$ cat src/mem_stage_pkg.sv
// ====================
// memory stage package
// widths, memory sizing and the records passed between stages
// ====================
package mem_stage_pkg;

    localparam int XLEN            = 32;
    localparam int STRB_BITS       = XLEN / 8;
    localparam int RAM_DEPTH_WORDS = 256;
    localparam int RAM_ADDR_BITS   = 8;
    localparam int RAM_LATENCY     = 2;
    localparam int RAM_CNT_BITS    = $clog2(RAM_LATENCY + 1);

    typedef logic [XLEN-1:0]          xlen_t;
    typedef logic [4:0]               reg_idx_t;
    typedef logic [1:0]               csr_idx_t;
    typedef logic [STRB_BITS-1:0]     strb_t;
    typedef logic [RAM_ADDR_BITS-1:0] ram_addr_t;
    typedef logic [RAM_CNT_BITS-1:0]  ram_cnt_t;

    typedef enum logic [1:0] {
        size_byte,
        size_half,
        size_word
    } mem_size_e;

    // access controller FSM
    typedef enum logic [1:0] {
        st_idle,
        st_req,
        st_release,
        st_done
    } acc_state_e;

    // ==================== stage records
    typedef struct packed {
        xlen_t     pc;
        xlen_t     inst;
        xlen_t     alu_out;
        xlen_t     csr_out;
        xlen_t     store_data;
        reg_idx_t  rd;
        csr_idx_t  csr_rd;
        logic      write_gpr;
        logic      write_csr;
        logic      mem_read;
        logic      mem_write;
        mem_size_e size;
        logic      is_unsigned;
    } mem_op_t;

    typedef struct packed {
        xlen_t    pc;
        xlen_t    inst;
        xlen_t    alu_out;
        xlen_t    csr_out;
        xlen_t    rdata;
        reg_idx_t rd;
        csr_idx_t csr_rd;
        logic     write_gpr;
        logic     write_csr;
        // writeback picks rdata over alu_out
        logic     mem_read;
    } mem_res_t;

    typedef struct packed {
        reg_idx_t rs1;
        reg_idx_t rs2;
        csr_idx_t csr_rs;
    } src_regs_t;

    typedef struct packed {
        reg_idx_t rd;
        csr_idx_t csr_rd;
        logic     write_gpr;
        logic     write_csr;
        xlen_t    gpr_data;
        xlen_t    csr_data;
    } wb_fwd_t;

    typedef struct packed {
        xlen_t rs1_data;
        xlen_t rs2_data;
        xlen_t csr_data;
        logic  rs1_hit;
        logic  rs2_hit;
        logic  csr_hit;
    } fwd_t;

endpackage

$ cat src/mem_lane_align.sv
// ====================
// byte lane alignment
// store lane placement with strobes, load extraction with extension
// ====================
`timescale 1ns/1ps

module mem_lane_align
    import mem_stage_pkg::*;
(
    input  mem_size_e  size,
    input  logic       is_unsigned,
    input  logic [1:0] byte_off,
    input  xlen_t      store_data,
    input  xlen_t      ram_rdata,
    output xlen_t      lane_wdata,
    output strb_t      wstrb,
    output xlen_t      load_data
);

    logic [7:0]  ld_byte;
    logic [15:0] ld_half;

    // store side: replicate into all lanes, strobe picks the target
    always_comb begin
        case (size)
            size_byte: begin
                lane_wdata = {4{store_data[7:0]}};
                wstrb      = strb_t'(4'b0001 << byte_off);
            end
            size_half: begin
                lane_wdata = {2{store_data[15:0]}};
                wstrb      = byte_off[1] ? 4'b1100 : 4'b0011;
            end
            default: begin
                lane_wdata = store_data;
                wstrb      = 4'b1111;
            end
        endcase
    end

    // load side
    always_comb begin
        case (byte_off)
            2'd0:    ld_byte = ram_rdata[7:0];
            2'd1:    ld_byte = ram_rdata[15:8];
            2'd2:    ld_byte = ram_rdata[23:16];
            default: ld_byte = ram_rdata[31:24];
        endcase
        ld_half = byte_off[1] ? ram_rdata[31:16] : ram_rdata[15:0];
    end

    always_comb begin
        case (size)
            size_byte: begin
                if (is_unsigned) begin
                    load_data = {24'd0, ld_byte};
                end else begin
                    load_data = {{24{ld_byte[7]}}, ld_byte};
                end
            end
            size_half: begin
                if (is_unsigned) begin
                    load_data = {16'd0, ld_half};
                end else begin
                    load_data = {{16{ld_half[15]}}, ld_half};
                end
            end
            default: load_data = ram_rdata;
        endcase
    end

endmodule

$ cat config.mk
export PLATFORM = sky130hd
export DESIGN_NAME = mem_lane_align
export DESIGN_NICKNAME = d
export VERILOG_FILES = /design/src/mem_stage_pkg.sv /design/src/mem_lane_align.sv
export SDC_FILE = /design/constraint.sdc
export NUM_CORES = 1
export LEC_CHECK = 0
export ABC_AREA = 1
export BUFFER_PORTS_ARGS = -buffer_cell sky130_fd_sc_hd__clkbuf_2
export CAP_MARGIN = 20
export CORE_AREA = 8 8 64 66
export DETAILED_ROUTE_END_ITERATION = 10
export DIE_AREA = 0 0 72 74
export PLACE_DENSITY = 0.9
export SYNTH_ARGS = -nofsm -noshare
export SYNTH_HDL_FRONTEND = slang
export SYNTH_SLANG_ARGS = --single-unit
$ cat constraint.sdc
create_clock -name vclk -period 3.89
set_clock_uncertainty 0.15 [all_clocks]
set_input_delay 0.778 -clock vclk [all_inputs]
set_output_delay 0.778 -clock vclk [all_outputs]
set_load 0.005 [all_outputs]
# Word level (Yosys, flattened, before mapping)
# Index checks and enable logic that the tools add are counted.
classes:
  n_addsub: 0
  mul: 0
  n_div: 0
  order_cmp: 0
  eq_ne: 3
  shifts: 1
  muxes: 8
  bitwise: 0
  reduce_logical: 2
ops:
  columns: ["operator", "count"]
  rows:
  - ["case mux 32 bit (2 select lines)", 2]
  - ["2-to-1 mux 32 bit", 2]
  - ["case mux 8 bit (3 select lines)", 1]
  - ["2-to-1 mux 16 bit", 1]
  - ["case mux 4 bit (2 select lines)", 1]
  - ["== test 2 x 1 -> 1 bit, second input constant", 2]
  - ["logical NOT 2 bit", 2]
  - ["2-to-1 mux 4 bit", 1]
  - ["left shift 1 x 2 -> 4 bit, first input constant", 1]
  - ["== test 2 bit, second input constant", 1]
totals:
  regBits: 0
  latchBits: 0
  mem_bits_rw: 0
  mem_bits_ro: 0
  input_bits: 69
  memories: 0

# Longest topological paths before layout
depth:
  word_depth: 4
  ltp_mapped: 7

# Worst setup path after synthesis
# OpenSTA, ideal clock, no wires.
synth_timing:
  kind: "input to output"
  from: "in byte_off[1]"
  to: "out wstrb[1]"
  arrival_time_ns: 1.661
  setup_slack_ns: 1.301
  cell_stages: 7
  path_cell_list: "buf_2 -> inv_1 -> buf_2 -> nor2_4 -> nor2_2 -> inv_1 -> o21ai_0"
synth_via:
  elab_chain_cells: 2
synth_lines:
  columns: ["element", "line", "rtl"]
  rows:
  - ["start, declared", "mem_lane_align.sv:12", "input logic [1:0] byte_off,"]
  - ["2-to-1 mux 4 bit / left shift 1 x 2 -> 4 bit (equally long branches)", "mem_lane_align.sv:32, mem_lane_align.sv:28", null]
  - ["case mux 4 bit (2 select lines) *", "mem_lane_align.sv:25", "case (size)"]
  - ["end, declared", "mem_lane_align.sv:16", "output strb_t wstrb,"]
# Every way passes the cells marked *; elsewhere a longest branch is shown, timed or not.

# Worst setup path after layout
layout_timing:
  from: "in size[1]"
  to: "out load_data[13]"
layout_via:
  elab_chain_cells: 2
layout_lines:
  columns: ["element", "line", "rtl"]
  rows:
  - ["start, declared", "mem_lane_align.sv:10", "input mem_size_e size,"]
  - ["== test 2 x 1 -> 1 bit / logical NOT 2 bit (equally long branches)", "mem_lane_align.sv:53", "case (size)"]
  - ["case mux 32 bit (2 select lines) *", "mem_lane_align.sv:53", null]
  - ["end, declared", "mem_lane_align.sv:17", "output xlen_t load_data"]
# Marked as above.

==> impl_metrics.yaml <==
drt:
  via_per_inst: 4.972
  vias: 1984
  drt_iter0_drc: 160
  route.detailed.drc: 0
  wire_per_inst_um: 13.33
  antenna_left: 0
  dr.pass1.iters: 4
  wl_mm: 5.319
power:
  clockPowerShare_pct: 0
  p_sw_share_pct: 54.75
  p_leak_nw: 1.169
  combPwrFrac_pct: 100.0
  seqPwrFrac_pct: 0
  design_power_total_uw: 214.7
  p_sw_uw: 117.6
  cell_internal_pwr_uw: 97.16
  ir_drop_v: 0.00005186
  power.density_mw_per_mm2: 123.5
timing:
  post-route-period-util_pct: 82.91
  finalHoldViolCount: 0
  rsz0062_at_grt: "no"
  maxSlewHeadroom_pct: 63.65
  finalCriticalPeriod_ns: 3.225
  worst_pin_slew_ns: 0.5453
  setup_violations: 0
  max_freq_mhz: 310.1
  maxSlewViolCount: 0
  tns_ns: 0
clocking:
  ctsResizeCount: 0
  ctsHoldBuffers: 0
  post_cts_buffers: 0
yosys:
  synthDominantCellAreaShare_pct: 36.64
  synthDistinctLibCells: 18
  syn-num-nets: 303
  synth.avg_cell_area_sq_um: 4.684
  synthTopCellsByArea: "nand2_1 (37%), nand3_1 (26%), o211ai_1 (6.2%)"
  synthesis.area_sq_mm: 0.001096
  ys_seq_area_share_pct: 0
  synth_area_leader_cell: "nand2_1"
  yosysWarnings: 0
  synthCells: 234
status:
  outcome: "completed"
grt:
  grt_pass1_vias: 2040
  grtUsageTotal_pct: 18.57
  grt_max_degree: 27
  grt_pass1_wl_mm: 8.493
  grt.overflow.total: 0
  antenna_found_initial: 0
die:
  core_sq_mm: 0.003179
  fp.dieW_um: 72
  die_height_um: 74
  core.rowCount: 21
  die-area_sq_mm: 0.005328
  start_util_pct: 34.47
  io_pins: 137
cells_and_area:
  seq_area_sq_um: 0
  final_util_pct: 54.66
  layout.nets: 424
  design.seq.count: 0
  area_growth_syn_to_layout_pct: 58.56
  fillers: 357
  diodes: 0
  layout-drive-gt1-share_pct: 42.49
  nClkBuffers: 0
hold_path:
  hold_path_class: "in -> out"
placement:
  place.gp.congestion: 0.8880
  post-dp-hpwl_mm: 4.484
  portBuffers: 137
worst_setup_path:
  cp.required_ns: 2.96
  crit_path_end_kind: "primary output"
  worstPathArrival_ns: 2.30
  cp_max_fo: 22
  worstSetupPathType: "in -> out"
  cp-start-kind: "input port"
job:
  maxCapViolations: 0
==> per-stage QoR <==
| stage | setup WS (ns) | cells | cell area [sq um] | hold WS, ns |
|---|---|---|---|---|
| after floorplan | 1.301 | 234 | 1096 | 1.487 |
| after global placement | 0.6876 | 399 | 1738 | 1.609 |
| after detailed placement | 0.6144 | 399 | 1738 | 1.610 |
| after CTS | 0.6095 | 399 | 1738 | 1.611 |
| after global routing | 0.5009 | 399 | 1738 | 1.618 |
| final | 0.6650 | 399 | 1738 | 1.611 |
==> layer usage <==
metal / global-route usage (%) / share of wire (%) / vias up
met3: 5.526 / 11 / 4
li1: - / - / 1000
met1: 18.63 / 38 / 872
met4: 4.535 / 0.73 / 0
met2: 36.44 / 51 / 108
met5: 0 / 0 / -
==> final timing paths <==
kind,start,end,slack [ns],depth (start not counted)
setup / recovery,size[1],load_data[13],0.66,8
hold / removal,store_data[6],lane_wdata[6],1.61,2
==> cells by family (layout without fill, tap and decap cells) <==
family / Yosys count / in the layout / synth area share [%]
AOI/OAI and AO/OA: 20 / 20 / 11.19
and+or+nand+nor: 176 / 176 / 71.69
buffers and inverters: 38 / 157 / 17.12
==> power groups by stage <==
stage / clock (mW) / sequential [mW] / combinational [mW]
finish: 0 / 0 / 0.215
global route: 0 / 0 / 0.241
CTS: 0 / 0 / 0.218
detailed placement: 0 / 0 / 0.217
global placement: 0 / 0 / 0.213
floorplan: 0 / 0 / 0.105
==> layout make-up <==
cell class	instances	area [sq um]	area share (%)
inverter	17	63.81	3.672
multi-input combinational	196	908.4	52.27
timing repair buffer	140	708.2	40.75
tap	46	57.56	3.312
==> synthesized netlist by cell type, drive strengths merged <==
| cell type | instances |
|---|---|
| nand2 | 109 |
| nand3 | 59 |
| inv | 17 |
| buf | 16 |
| o21ai | 11 |
| o211ai | 9 |
| nor2 | 7 |
| clkbuf | 5 |
| or2 | 1 |
==> worst max-delay path, stage by stage <==
cell      delay (ns)
clkbuf_2        0.43
inv_2           0.08
nand2_2         0.22
nor2_4          0.10
nor2_2          0.35
nand2_1         0.10
nand3_1         0.10
clkbuf_2        0.14
==> cells in the final DEF (no fill, tap or decap), types with 2 or more instances in the layout <==
master	count
clkbuf_2	137
nand2_1	107
nand3_1	57
inv_1	16
o21ai_0	11
o211ai_1	9
nor2_1	3
buf_4	3
nand3_2	2
nand2_2	2
nor2_4	2
(Power assumes the default switching activity.)
