===== src/mem_stage_pkg.sv =====
// ====================
// memory stage package
// widths, memory sizing and the records passed between stages
// ====================
package mem_stage_pkg;

    localparam int XLEN            = 32;
    localparam int STRB_BITS       = XLEN / 8;
    localparam int RAM_DEPTH_WORDS = 256;
    localparam int RAM_ADDR_BITS   = 8;
    localparam int RAM_LATENCY     = 2;
    localparam int RAM_CNT_BITS    = $clog2(RAM_LATENCY + 1);

    typedef logic [XLEN-1:0]          xlen_t;
    typedef logic [4:0]               reg_idx_t;
    typedef logic [1:0]               csr_idx_t;
    typedef logic [STRB_BITS-1:0]     strb_t;
    typedef logic [RAM_ADDR_BITS-1:0] ram_addr_t;
    typedef logic [RAM_CNT_BITS-1:0]  ram_cnt_t;

    typedef enum logic [1:0] {
        size_byte,
        size_half,
        size_word
    } mem_size_e;

    // access controller FSM
    typedef enum logic [1:0] {
        st_idle,
        st_req,
        st_release,
        st_done
    } acc_state_e;

    // ==================== stage records
    typedef struct packed {
        xlen_t     pc;
        xlen_t     inst;
        xlen_t     alu_out;
        xlen_t     csr_out;
        xlen_t     store_data;
        reg_idx_t  rd;
        csr_idx_t  csr_rd;
        logic      write_gpr;
        logic      write_csr;
        logic      mem_read;
        logic      mem_write;
        mem_size_e size;
        logic      is_unsigned;
    } mem_op_t;

    typedef struct packed {
        xlen_t    pc;
        xlen_t    inst;
        xlen_t    alu_out;
        xlen_t    csr_out;
        xlen_t    rdata;
        reg_idx_t rd;
        csr_idx_t csr_rd;
        logic     write_gpr;
        logic     write_csr;
        // writeback picks rdata over alu_out
        logic     mem_read;
    } mem_res_t;

    typedef struct packed {
        reg_idx_t rs1;
        reg_idx_t rs2;
        csr_idx_t csr_rs;
    } src_regs_t;

    typedef struct packed {
        reg_idx_t rd;
        csr_idx_t csr_rd;
        logic     write_gpr;
        logic     write_csr;
        xlen_t    gpr_data;
        xlen_t    csr_data;
    } wb_fwd_t;

    typedef struct packed {
        xlen_t rs1_data;
        xlen_t rs2_data;
        xlen_t csr_data;
        logic  rs1_hit;
        logic  rs2_hit;
        logic  csr_hit;
    } fwd_t;

endpackage


===== src/mem_hazard_unit.sv =====
// ====================
// hazard and forwarding unit
// operand bypass for execute and decode, pipeline stalls
// ====================
`timescale 1ns/1ps

module mem_hazard_unit
    import mem_stage_pkg::*;
(
    input  reg_idx_t  op_rd,
    input  csr_idx_t  op_csr_rd,
    input  logic      op_write_gpr,
    input  logic      op_write_csr,
    input  logic      op_is_load,
    input  xlen_t     op_result,
    input  xlen_t     op_csr_out,
    input  logic      load_done,
    input  xlen_t     load_data,
    input  logic      busy,
    input  src_regs_t id_srcs,
    input  src_regs_t ex_srcs,
    input  wb_fwd_t   wb,
    output fwd_t      fwd_ex,
    output fwd_t      fwd_id,
    output logic      stall_if,
    output logic      stall_id,
    output logic      stall_ex,
    output logic      stall_me
);

    typedef struct packed {
        logic  hit;
        xlen_t data;
    } sel_t;

    sel_t ex_rs1;
    sel_t ex_rs2;
    sel_t ex_csr;
    sel_t id_rs1;
    sel_t id_rs2;
    sel_t id_csr;
    logic load_use;

    function automatic sel_t wb_gpr(input reg_idx_t src);
        sel_t s;
        s = '{hit: 1'b0, data: '0};
        if (src != '0 && wb.write_gpr && wb.rd == src) begin
            s = '{hit: 1'b1, data: wb.gpr_data};
        end
        return s;
    endfunction

    function automatic sel_t wb_csr(input csr_idx_t src);
        sel_t s;
        s = '{hit: 1'b0, data: '0};
        if (wb.write_csr && wb.csr_rd == src) begin
            s = '{hit: 1'b1, data: wb.csr_data};
        end
        return s;
    endfunction

    // mem stage wins, a pending load gives nothing until done
    function automatic sel_t ex_gpr(input reg_idx_t src);
        sel_t s;
        s = wb_gpr(src);
        if (src != '0 && op_write_gpr && op_rd == src) begin
            if (!op_is_load) begin
                s = '{hit: 1'b1, data: op_result};
            end else if (load_done) begin
                s = '{hit: 1'b1, data: load_data};
            end else begin
                s = '{hit: 1'b0, data: '0};
            end
        end
        return s;
    endfunction

    always_comb begin
        ex_rs1 = ex_gpr(ex_srcs.rs1);
        ex_rs2 = ex_gpr(ex_srcs.rs2);
        ex_csr = wb_csr(ex_srcs.csr_rs);
        if (op_write_csr && op_csr_rd == ex_srcs.csr_rs) begin
            ex_csr = '{hit: 1'b1, data: op_csr_out};
        end
        id_rs1 = wb_gpr(id_srcs.rs1);
        id_rs2 = wb_gpr(id_srcs.rs2);
        id_csr = wb_csr(id_srcs.csr_rs);
    end

    assign fwd_ex = '{rs1_data: ex_rs1.data, rs2_data: ex_rs2.data, csr_data: ex_csr.data,
                      rs1_hit: ex_rs1.hit, rs2_hit: ex_rs2.hit, csr_hit: ex_csr.hit};
    assign fwd_id = '{rs1_data: id_rs1.data, rs2_data: id_rs2.data, csr_data: id_csr.data,
                      rs1_hit: id_rs1.hit, rs2_hit: id_rs2.hit, csr_hit: id_csr.hit};

    // ==================== stalls
    assign load_use = op_is_load && !load_done && op_rd != '0
                      && (op_rd == ex_srcs.rs1 || op_rd == ex_srcs.rs2);

    assign stall_if = busy || load_use;
    assign stall_id = busy || load_use;
    assign stall_ex = busy || load_use;
    assign stall_me = busy;

endmodule


===== config.mk =====
export PLATFORM = sky130hd
export DESIGN_NAME = mem_hazard_unit
export DESIGN_NICKNAME = d
export VERILOG_FILES = /design/src/mem_stage_pkg.sv /design/src/mem_hazard_unit.sv
export SDC_FILE = /design/constraint.sdc
export NUM_CORES = 1
export LEC_CHECK = 0
export ABC_AREA = 1
export BUFFER_PORTS_ARGS = -buffer_cell sky130_fd_sc_hd__buf_4
export CAP_MARGIN = 20
export CORE_AREA = 3 3 155 157
export DETAILED_ROUTE_END_ITERATION = 10
export DIE_AREA = 0 0 158 160
export PLACE_DENSITY_LB_ADDON = 0.15
export SYNTH_ARGS = -nofsm -noshare
export SYNTH_HDL_FRONTEND = slang
export SYNTH_SLANG_ARGS = --single-unit

===== constraint.sdc =====
create_clock -name vclk -period 1.15
set_clock_uncertainty 0.2 [all_clocks]
set_input_delay 0 -clock vclk [all_inputs]
set_output_delay 0 -clock vclk [all_outputs]
set_load 0.01 [all_outputs]

== Word-level counts from Yosys, hierarchy flattened ==
Cells that the tools add are included.

* Equal/unequal tests: 9
* Reduce and logical (&&, ||, !) cells: 26
* Mux-type cells: 11

{| class="wikitable"
|+ Operator list
! kind !! number
|-
| 33-bit 2-to-1 mux || 11
|-
| 5-bit equality test || 6
|-
| 5-bit nonzero test || 5
|-
| 1-bit logical AND || 18
|-
| 2-bit equality test || 3
|-
| 1-bit logical OR || 2
|-
| 1-bit logical NOT || 1
|}

* Bits of input ports: 205
* Bits in registers: 0
* Output and inout bits: 202

== Logic depth before layout (Yosys ltp) ==
* Depth after elaboration: 5
* Mapped depth: 10
* Mapped depth without buffers: 9

== Least setup slack after synthesis ==
Ideal clock, no wire load.

* Kind: input-to-output
* From: input port wb[66] in the netlist's numbering
* To: output port fwd_id[10] in the netlist's numbering
* Data required time: 950 ps
* Cell stages on the path: 7
* Data arrival time: 952 ps
* Buffers on the path: 1
* Slack: -2 ps
* Cell sequence: inv_1 > a21boi_0 > o21ai_0 > nor2_1 > inv_1 > clkbuf_1 > nor2_1

{| class="wikitable"
|+ RTL lines
! element !! line !! source
|-
| start, declared || mem_hazard_unit.sv:22 || <nowiki>input wb_fwd_t wb,</nowiki>
|-
| end, declared || mem_hazard_unit.sv:24 || <nowiki>output fwd_t fwd_id,</nowiki>
|}

==> qor.txt <==
Final HPWL DP -> 21.27 mm
Relative slew slack -> 0.7526
Die X -> 158 µm
Status -> finished with violations
PnR Total Power -> 3.811 mW
Most common cell after layout, fill and taps aside -> buf_4
Syn Area/Cell -> 4.881 µm²
Layout area overhead -> 196.4%
Core area -> 22,640 µm²
Crit start category -> primary input
Via Count -> 7,062
Req. time, crit path -> 950 ps
Hold path cells -> 4
Sequential area share after synthesis -> 0
Fin crit period -> 1435 ps
Gpl congestion -> 0.8565
Share of cells above drive strength 1 -> 0.6557
Synth Instances -> 727
Largest net degree at the start of global routing -> 33
Remaining global-route overflow -> 0
Synth cell types -> 29
Initial antenna violation count -> 0
Cell Rows -> 55
Max Slew Vio Count -> 0
Final setup margin -> -285.3 ps
Worst EP arrival -> 1240 ps
Hold EP -> fwd_ex[78]
Max cap viols -> 0
Hold/Removal Path Class -> primary input to primary output
YS warnings -> 0
Final setup viols -> 182
Worst-margin pin slew -> 371.1 ps
Tot GR Track Use -> 0.2070
Critical path capture point type -> primary output
Post-route ant nets -> 0
Syn nets -> 932
FF+latch count -> 0
I/O pin count -> 407
GRT Max-Usage Layer -> met2
Final core utilization -> 0.4645
Post-DP Area -> 7388 µm²
M1 GR Usage -> 0.2265
DRC -> 0
Die area -> 25,280 µm²
Reg area -> 0 µm²
Worst Min Path Start -> wb[43]
Crit Path Class -> primary input to primary output
Met3 Use GR -> 0.03767
Vias/cell -> 4.794
Vias in the first global route -> 6,974
Most frequent cells in the layout -> buf_4, buf_6, nand2_1, inv_1, nand4_1
Fin nets -> 1,395
First-pass GRT wire length -> 40.96 mm
First-pass iteration count of the detailed router -> 5
Finished Cell Area -> 10,520 µm²
CP Max Fanout -> 8
Syn Std Cell Area -> 3548 µm²
Violated checks -> negative setup slack
Final Hold Vio Count -> 0
Port Buffers -> 407
Die Height -> 160 µm
Initial Util -> 0.1567
GR Layer Usage met2 -> 0.4048
Total Neg Setup Slack -> -33,290 ps
Worst VDD drop -> 0.0002316 V
Post-Route WL -> 31.14 mm
Final worst-path cycle share -> 1.248
Initial drt markers -> 345
Leakage -> 5.393 nW
RSZ-0062 raised after global routing -> true
Max frequency -> 0.6967 GHz
# diodes -> 0
DR WL/cell -> 21.14 µm
CLK BUF -> 0
Cell area power density -> 362.3 nW/µm²
-- through the flow --
step                setup slack, ps  hold WS [ps]  std cells
floorplan                    -2.342        -108.2        727
global placement             -355.9        -10.43       1421
detailed placement           -334.5        -11.00       1421
CTS                          -227.4         126.0       1448
global route                 -346.8         134.7       1473
finish                       -285.3         125.9       1473
-- kinds of logic after synthesis --
family                    after synthesis  share of synthesized area
buffers and inverters                 187                     0.2334
AOI/OAI and AO/OA                      45                    0.07722
xor gates and xnor gates               14                    0.03456
and+or+nand+nor                       481                     0.6548
-- synthesized netlist by cell type, types with 2 or more instances --
cell type | instances | share of area
nor2_2 | 4 | 0.0071
buf_2 | 23 | 0.032
or2_0 | 2 | 0.0035
xnor2_1 | 5 | 0.012
o22ai_1 | 34 | 0.060
nand2_2 | 2 | 0.0035
nand2_1 | 187 | 0.20
inv_2 | 3 | 0.0032
o21ai_0 | 9 | 0.013
nor3_1 | 63 | 0.089
nor2_1 | 48 | 0.051
clkbuf_1 | 26 | 0.028
inv_1 | 118 | 0.12
buf_4 | 3 | 0.0063
nand3_1 | 88 | 0.12
buf_1 | 2 | 0.0021
nor2_4 | 2 | 0.0063
nand3_2 | 15 | 0.042
xor2_1 | 9 | 0.022
nand4_1 | 66 | 0.12
buf_6 | 10 | 0.032
-- how the worst max path moves through the flow --
stage	from	endpoint	slack, ps
after global placement	ex_srcs[3]	fwd_ex[1]	-360
after global routing	ex_srcs[8]	fwd_ex[94]	-350
final	wb[69]	fwd_id[44]	-290
after detailed placement	ex_srcs[3]	fwd_ex[1]	-330
after floorplan	wb[66]	fwd_id[10]	-2
after CTS	ex_srcs[11]	fwd_ex[89]	-230
-- worst max-delay path, cell delays in order --
cell and delay [ps]:
buf_8 110, or2_1 230, a21oi_2 190, nand2_4 170, clkbuf_16 220, nor3_2 150, buf_4 140
-- area by class of cell --
class	instances	area, µm²
fillers	2260	12120
inverters	122	499.2
multi-input cells	540	4156
well taps	285	356.6
repair buffers	526	5505
-- timing repair --
item | CTS | global route
pin swaps | 71 | 74
hold buffers | 1 | 0
setup buffers | 17 | 18
gates cloned | 13 | 12
hold endpoints to repair | 1 | 0
endpoints found under the setup margin | 199 | 201
gates resized for setup | 313 | 239
-- where the power goes --
group | switching (mW) | internal [mW]
clock | 0 | 0
sequential | 0 | 0
combinational | 1.90 | 1.91
-- metal layers --
metal	wire [µm]	share of wire
met2	16500	0.53
met3	2231	0.072
met5	0	0
met1	11650	0.37
met4	760	0.024
Note: power is estimated with default switching activity, not from simulation.
