`src/mem_stage_pkg.sv`:
```
// ====================
// memory stage package
// widths, memory sizing and the records passed between stages
// ====================
package mem_stage_pkg;

    localparam int XLEN            = 32;
    localparam int STRB_BITS       = XLEN / 8;
    localparam int RAM_DEPTH_WORDS = 256;
    localparam int RAM_ADDR_BITS   = 8;
    localparam int RAM_LATENCY     = 2;
    localparam int RAM_CNT_BITS    = $clog2(RAM_LATENCY + 1);

    typedef logic [XLEN-1:0]          xlen_t;
    typedef logic [4:0]               reg_idx_t;
    typedef logic [1:0]               csr_idx_t;
    typedef logic [STRB_BITS-1:0]     strb_t;
    typedef logic [RAM_ADDR_BITS-1:0] ram_addr_t;
    typedef logic [RAM_CNT_BITS-1:0]  ram_cnt_t;

    typedef enum logic [1:0] {
        size_byte,
        size_half,
        size_word
    } mem_size_e;

    // access controller FSM
    typedef enum logic [1:0] {
        st_idle,
        st_req,
        st_release,
        st_done
    } acc_state_e;

    // ==================== stage records
    typedef struct packed {
        xlen_t     pc;
        xlen_t     inst;
        xlen_t     alu_out;
        xlen_t     csr_out;
        xlen_t     store_data;
        reg_idx_t  rd;
        csr_idx_t  csr_rd;
        logic      write_gpr;
        logic      write_csr;
        logic      mem_read;
        logic      mem_write;
        mem_size_e size;
        logic      is_unsigned;
    } mem_op_t;

    typedef struct packed {
        xlen_t    pc;
        xlen_t    inst;
        xlen_t    alu_out;
        xlen_t    csr_out;
        xlen_t    rdata;
        reg_idx_t rd;
        csr_idx_t csr_rd;
        logic     write_gpr;
        logic     write_csr;
        // writeback picks rdata over alu_out
        logic     mem_read;
    } mem_res_t;

    typedef struct packed {
        reg_idx_t rs1;
        reg_idx_t rs2;
        csr_idx_t csr_rs;
    } src_regs_t;

    typedef struct packed {
        reg_idx_t rd;
        csr_idx_t csr_rd;
        logic     write_gpr;
        logic     write_csr;
        xlen_t    gpr_data;
        xlen_t    csr_data;
    } wb_fwd_t;

    typedef struct packed {
        xlen_t rs1_data;
        xlen_t rs2_data;
        xlen_t csr_data;
        logic  rs1_hit;
        logic  rs2_hit;
        logic  csr_hit;
    } fwd_t;

endpackage

```
`src/mem_access_ctrl.sv`:
```
// ====================
// memory access controller
// four-phase requester, one load or store per start
// ====================
`timescale 1ns/1ps

module mem_access_ctrl
    import mem_stage_pkg::*;
(
    input  logic      clk,
    input  logic      rst_n,
    input  logic      start,
    input  logic      is_write,
    input  xlen_t     addr,
    input  xlen_t     wdata,
    input  strb_t     wstrb,
    output logic      req,
    output ram_addr_t word_addr,
    output xlen_t     ram_wdata,
    output strb_t     ram_wstrb,
    output logic      we,
    input  logic      ack,
    input  xlen_t     ram_rdata,
    output logic      busy,
    output logic      done,
    output xlen_t     rdata_q
);

    acc_state_e state;
    acc_state_e state_nxt;

    always_ff @(posedge clk) begin
        if (!rst_n) begin
            state <= st_idle;
        end else begin
            state <= state_nxt;
        end
    end

    always_comb begin
        state_nxt = state;
        case (state)
            st_idle: begin
                if (start) begin
                    state_nxt = st_req;
                end
            end
            // hold req until the responder acks
            st_req: begin
                if (ack) begin
                    state_nxt = st_release;
                end
            end
            st_release: begin
                if (!ack) begin
                    state_nxt = st_done;
                end
            end
            default: state_nxt = st_idle;
        endcase
    end

    // request latched at start, read data latched on ack
    always_ff @(posedge clk) begin
        if (state == st_idle && start) begin
            word_addr <= addr[RAM_ADDR_BITS+1:2];
            ram_wdata <= wdata;
            ram_wstrb <= wstrb;
            we        <= is_write;
        end
        if (state == st_req && ack) begin
            rdata_q <= ram_rdata;
        end
    end

    assign req  = (state == st_req);
    assign busy = (state == st_req) || (state == st_release);
    assign done = (state == st_done);

endmodule

```
`config.mk`:
```
export PLATFORM = sky130hd
export DESIGN_NAME = mem_access_ctrl
export DESIGN_NICKNAME = d
export VERILOG_FILES = /design/src/mem_stage_pkg.sv /design/src/mem_access_ctrl.sv
export SDC_FILE = /design/constraint.sdc
export NUM_CORES = 1
export LEC_CHECK = 0
export BUFFER_PORTS_ARGS = -buffer_cell sky130_fd_sc_hd__buf_2
export CAP_MARGIN = 20
export CORE_UTILIZATION = 36
export DETAILED_ROUTE_END_ITERATION = 10
export PLACE_DENSITY_LB_ADDON = 0.2
export SLEW_MARGIN = 15
export SYNTH_ARGS = -nofsm -noshare
export SYNTH_HDL_FRONTEND = slang
export SYNTH_SLANG_ARGS = --single-unit
```
`constraint.sdc`:
```
create_clock -name clk -period 2.1 [get_ports clk]
set_input_delay 0 -clock clk [delete_from_list [all_inputs] [get_ports clk]]
set_output_delay 0 -clock clk [all_outputs]
set_load 0.01 [all_outputs]
```
**Word level (Yosys, flattened, before mapping)**

Cells that the tools add are included.
Widths: inputs -> output; s select.

- Output and inout port bits: 80
- Bits in registers: 79
- Input bits: 105

- Equal/unequal tests: 6
- Reduce and logical (&&, ||, !) cells: 5
- Mux-type cells: 4

Operators by type and width:

| operator | number |
|---|---|
| $mux 2 | 3 |
| $pmux 2 s3 | 1 |
| $eq 2x2->1 const B | 2 |
| $ne 2x2->1 const B | 2 |
| $reduce_and 3->1 | 1 |
| $eq 2x1->1 const B | 1 |
| $logic_and 1x1->1 | 2 |
| $logic_not 2->1 | 1 |
| $ne 2x1->1 const B | 1 |
| $logic_or 1x1->1 | 1 |

**Depth between registers and ports, before layout**

- Word-level depth: 3
- Depth in mapped cells: 5
- Mapped depth without buffers: 5

**Least setup slack after synthesis**

OpenSTA, ideal clock, no wires.

- Path kind: reg-to-reg
- Start point: register state[0]
- End point: register ram_wdata[0], enable pin
- Slack: 0.030 ns
- Stages on the path, launching flop included: 4
- Setup time: 0.407 ns
- Required time: 1.693 ns
- Arrival time: 1.663 ns
- Cell sequence: dfxtp_1 -> inv_1 -> ha_1 -> and2_1

- Longest elaborated chain between the ends: 2

Ends and longest elaborated chain:

| item | RTL line | RTL |
|---|---|---|
| from (decl) | mem_access_ctrl.sv:29 | `acc_state_e state;` |
| from (signal assigned) | mem_access_ctrl.sv:34 | `state <= st_idle;` |
| from (signal assigned) | mem_access_ctrl.sv:36 | `state <= state_nxt;` |
| $logic_not 2->1 | mem_access_ctrl.sv:65 | `if (state == st_idle && start) begin` |
| $logic_and 1x1->1 | mem_access_ctrl.sv:65 |  |
| to (signal assigned) | mem_access_ctrl.sv:67 | `ram_wdata <= wdata;` |
| to (decl) | mem_access_ctrl.sv:19 | `output xlen_t ram_wdata,` |

No other way between the ends.
A chain may end at the register's enable or synchronous reset.

**Worst setup path in the final report**

- Start point: register state[1]
- End point: register state[0]

- Longest elaborated chain between the ends: 3
- Elaborated cells between the ends (all ways): 8
- Those cells by class: eq/ne (5); mux (1); reduce/logical (2)

Ends and longest elaborated chain:

| item | RTL line | RTL |
|---|---|---|
| $eq 2x2->1 (tied with other cells) | mem_access_ctrl.sv:42 | `case (state)` |
| $ne 2x2->1 (no source line) / $ne 2x1->1 (equally long branches) | n/a |  |
| $reduce_and 3->1 (no source line) | n/a |  |

Parallel ways exist; a longest one is shown, timed or not.

==> summary by stage <==
Worst setup path
Setup slack on the worst reg-to-reg path comes out at approximately 0.43 ns. In this run the critical register-to-register path is captured at state[0]$_SDFFE_PN0P_. The worst setup path is captured at a register. The first element of the critical path is state[1]$_SDFFE_PN0P_.

The critical path class is register to register. The critical path data required time is 2.37 ns. The capturing instance or port of the critical path is state[0]$_SDFFE_PN0P_. The worst register-to-register path begins at state[1]$_SDFFE_PN0P_. The arrival time of the worst setup path is between 1.5 and 2 ns. The worst reg2reg path depth is 5. The largest driver fanout on the critical path is 5.

The sort of element at the start of the critical path is a register.

Clocking
The clock sink total is between 70 and 80. The maximum number of buffers from clock root to sink is 2. The number of gates resized after CTS is 0. The number of buffers created by CTS is 9. CTS built an H-tree with a depth of 3.

The clock-pin transition on the worst setup and hold timing paths is 0.07 ns. The root buffer cell is sky130_fd_sc_hd__clkbuf_8. The clock reaches the later pin of the worst-skew pair after about 0.34 ns. The clock tree from TritonCTS is yes.

Cells and area
Leaving out fill and tap cells, the most frequent cells in the layout are sky130_fd_sc_hd__buf_2, sky130_fd_sc_hd__dlygate4sd3_1, sky130_fd_sc_hd__edfxtp_1. The area growth from synthesis to final layout is 75.9%. The fraction of layout instances using a drive strength above 1 is ~51%. The library cell used most frequently in the layout, excluding fill and tap cells, is sky130_fd_sc_hd__buf_2.

At the end of the flow, the number of nets in the layout was 458. The number of antenna diodes in the final layout is 0. After filler insertion, the fill cell instance count of the layout stands at about 490.

Timing
Clock skew on the completed layout was measured at 0.00750 ns. The worst-case headroom to the max-slew limit is 73.8%. The number of hold violations in the final report came to 0. The count of pins over their slew limit came to 0. The number of setup violations in the final report is 0. The clock period minus final worst setup slack is 1.67 ns. Static timing analysis puts the maximum clock frequency at between 500 and 600 MHz. The period utilization is approximately four fifths. The actual slew at the worst max-slew pin is 0.392 ns. The total negative setup slack is 0 ns.

Hold is met by around 0.033 ns. Setup repair after global routing left no endpoint under its margin.

Synth
By area the synthesized netlist is led by sky130_fd_sc_hd__edfxtp_1, sky130_fd_sc_hd__ha_1, sky130_fd_sc_hd__dfxtp_1, sky130_fd_sc_hd__mux2_4, sky130_fd_sc_hd__a21boi_1. The synthesized design devotes to its leading area cell type between 90% and 100% of total area. The top cell type by total area after synthesis is sky130_fd_sc_hd__edfxtp_1. The number of distinct library cells after synthesis is 15.

The warning count from the yosys run is 0. The count of mapped cells out of synthesis is just under 100. The average cell area after synthesis is about 26 µm². Synthesis inferred between 70 and 80 register bits. After synthesis, flip-flops and latches occupy between 90% and 100% of the total area. Summing every instance area after synthesis gives ~0.0025 mm². When the netlist entered floorplanning its net count stood at 207.

Floorplanning
The floorplan step set the die height to between 80 and 90 µm. The horizontal extent of the die is ~85 µm. The core region is a little under 0.007 mm².

The die covers 0.00728 mm². The placement row count is 30. The effective utilization at floorplan is 37.0%. The top-level I/O count is roughly 190.

Route
The DRC violation total after the first TritonRoute iteration is 69. The post-detailed-routing wire length is around 6000 µm. The number of detailed-routing iterations run before antenna repair is 5. The number of nets still failing antenna checks after routing is 0. The via count is about 1800. The final routed DRC violation total is 0. Using the TritonRoute via totals, the vias-per-cell ratio works out to 4.24. After detailed routing, the average wire length per cell comes to 13.8 µm.

Status
The run finished with clean final reports.

Pwr
The worst-case IR drop observed on VDD is around 0.70 mV. In this run the static leakage power is 1.88 nW. The power density relative to cell area is between 900 and 1000 mW/mm².

GRT
The initial antenna violation count is 0. The via count of the first global-routing pass is between 1500 and 2000. The overflow left after global routing is 0. The largest net degree at the start of global routing is 46.

The first global-routing pass estimated a little under 9000 µm of wire. The global-route usage over all layers is ~17%.

Placement
In this run the tool buffered the top-level ports with 160 buffer cells. The routability-driven placement congestion ratio is between 0.6 and 0.7. The HPWL after detailed placement is 3530 µm.

Flow run
The tool flagged a number of max-cap violations equal to 0.

Min path
The worst hold-check path type is primary input to register.
## critical path: stages (launching register included)
cell and delay (ns):
sky130_fd_sc_hd__dfxtp_1 0.42, sky130_fd_sc_hd__inv_1 0.09, sky130_fd_sc_hd__ha_1 0.21, sky130_fd_sc_hd__mux2_4 0.29, sky130_fd_sc_hd__or4_1 0.46, sky130_fd_sc_hd__a21boi_1 0.14
## power breakdown
part	total (mW)	switching, mW	internal (mW)
clock network	1.06	0.523	0.539
registers	2.23	0.0859	2.14
logic	1.03	0.581	0.448
total	4.32	1.19	3.13
## cell usage after synthesis, drive strengths merged
master	count
a21boi	1
and2	2
dfxtp	2
edfxtp	77
ha	5
inv	2
mux2	1
nand2	1
nor2	1
nor2b	1
o211ai	1
o21ai	1
o31ai	1
or4	1
## timing repair
item | 4_1_cts | 5_1_grt
setup buffers | 0 | 0
hold buffers | 78 | 0
setup endpoints to repair | 0 | 0
hold endpoints to repair | 79 | 0
## registers in the layout, indices dropped and copies added (netlist names)
name       count
rdata_q       32
state          2
ram_wdata     32
ram_wstrb      4
word_addr      8
we             1
## area by class of cell
type | count | area, µm² | share of cell area, %
clock buffers | 9 | 124 | 2.82
clock inverters | 7 | 63.8 | 1.45
inverters | 2 | 7.51 | 0.171
multi-input cells | 16 | 141 | 3.21
flip-flops and latches | 79 | 2350 | 53.5
well taps | 80 | 100 | 2.28
repair buffers | 240 | 1610 | 36.6
## cells by family after synthesis
family                   Yosys count  synth area share, %
buffers and inverters              2                0.300
flip-flops                        79                 94.1
AO/OA/AOI/OAI                      4                 1.10
AND/OR/NAND/NOR                    6                 1.40
adder cells (fa/ha/maj)            5                 2.50
multiplexers                       1                0.600
## worst min-delay path by stage
stage | start | depth (start not counted) | end
floorplan | wdata[0] | 0 | ram_wdata[0]$_DFFE_PP_
global placement | wdata[17] | 1 | ram_wdata[17]$_DFFE_PP_
detailed placement | addr[9] | 1 | word_addr[7]$_DFFE_PP_
CTS | ack | 3 | state[1]$_SDFFE_PN0P_
global route | ack | 3 | state[1]$_SDFFE_PN0P_
finish | ack | 3 | state[1]$_SDFFE_PN0P_
## per-stage QoR
step | instance area, µm² | setup slack, ns | util [%] | total power, mW | instances
6_report | 4400 | 0.426 | 65.1 | 4.32 | 433
5_1_grt | 4400 | 0.352 | 65.1 | 4.54 | 433
4_1_cts | 4400 | 0.424 | 65.1 | 4.37 | 433
3_5_place_dp | 3430 | 0.434 | 50.8 | 3.18 | 339
3_3_place_gp | 3430 | 0.462 | 50.8 | 3.16 | 339
2_1_floorplan | 2500 | 0.0303 | - | 2.72 | 97
## routing by layer
layer  GRT usage [%]  wire length, µm  up-vias
met4            8.33              191        0
met1            16.3             2090      854
li1                -                -      886
met3            5.84              376       17
met2            30.8             3310       78
met5               0                0        -
Note: power is estimated with default switching activity, not from simulation.
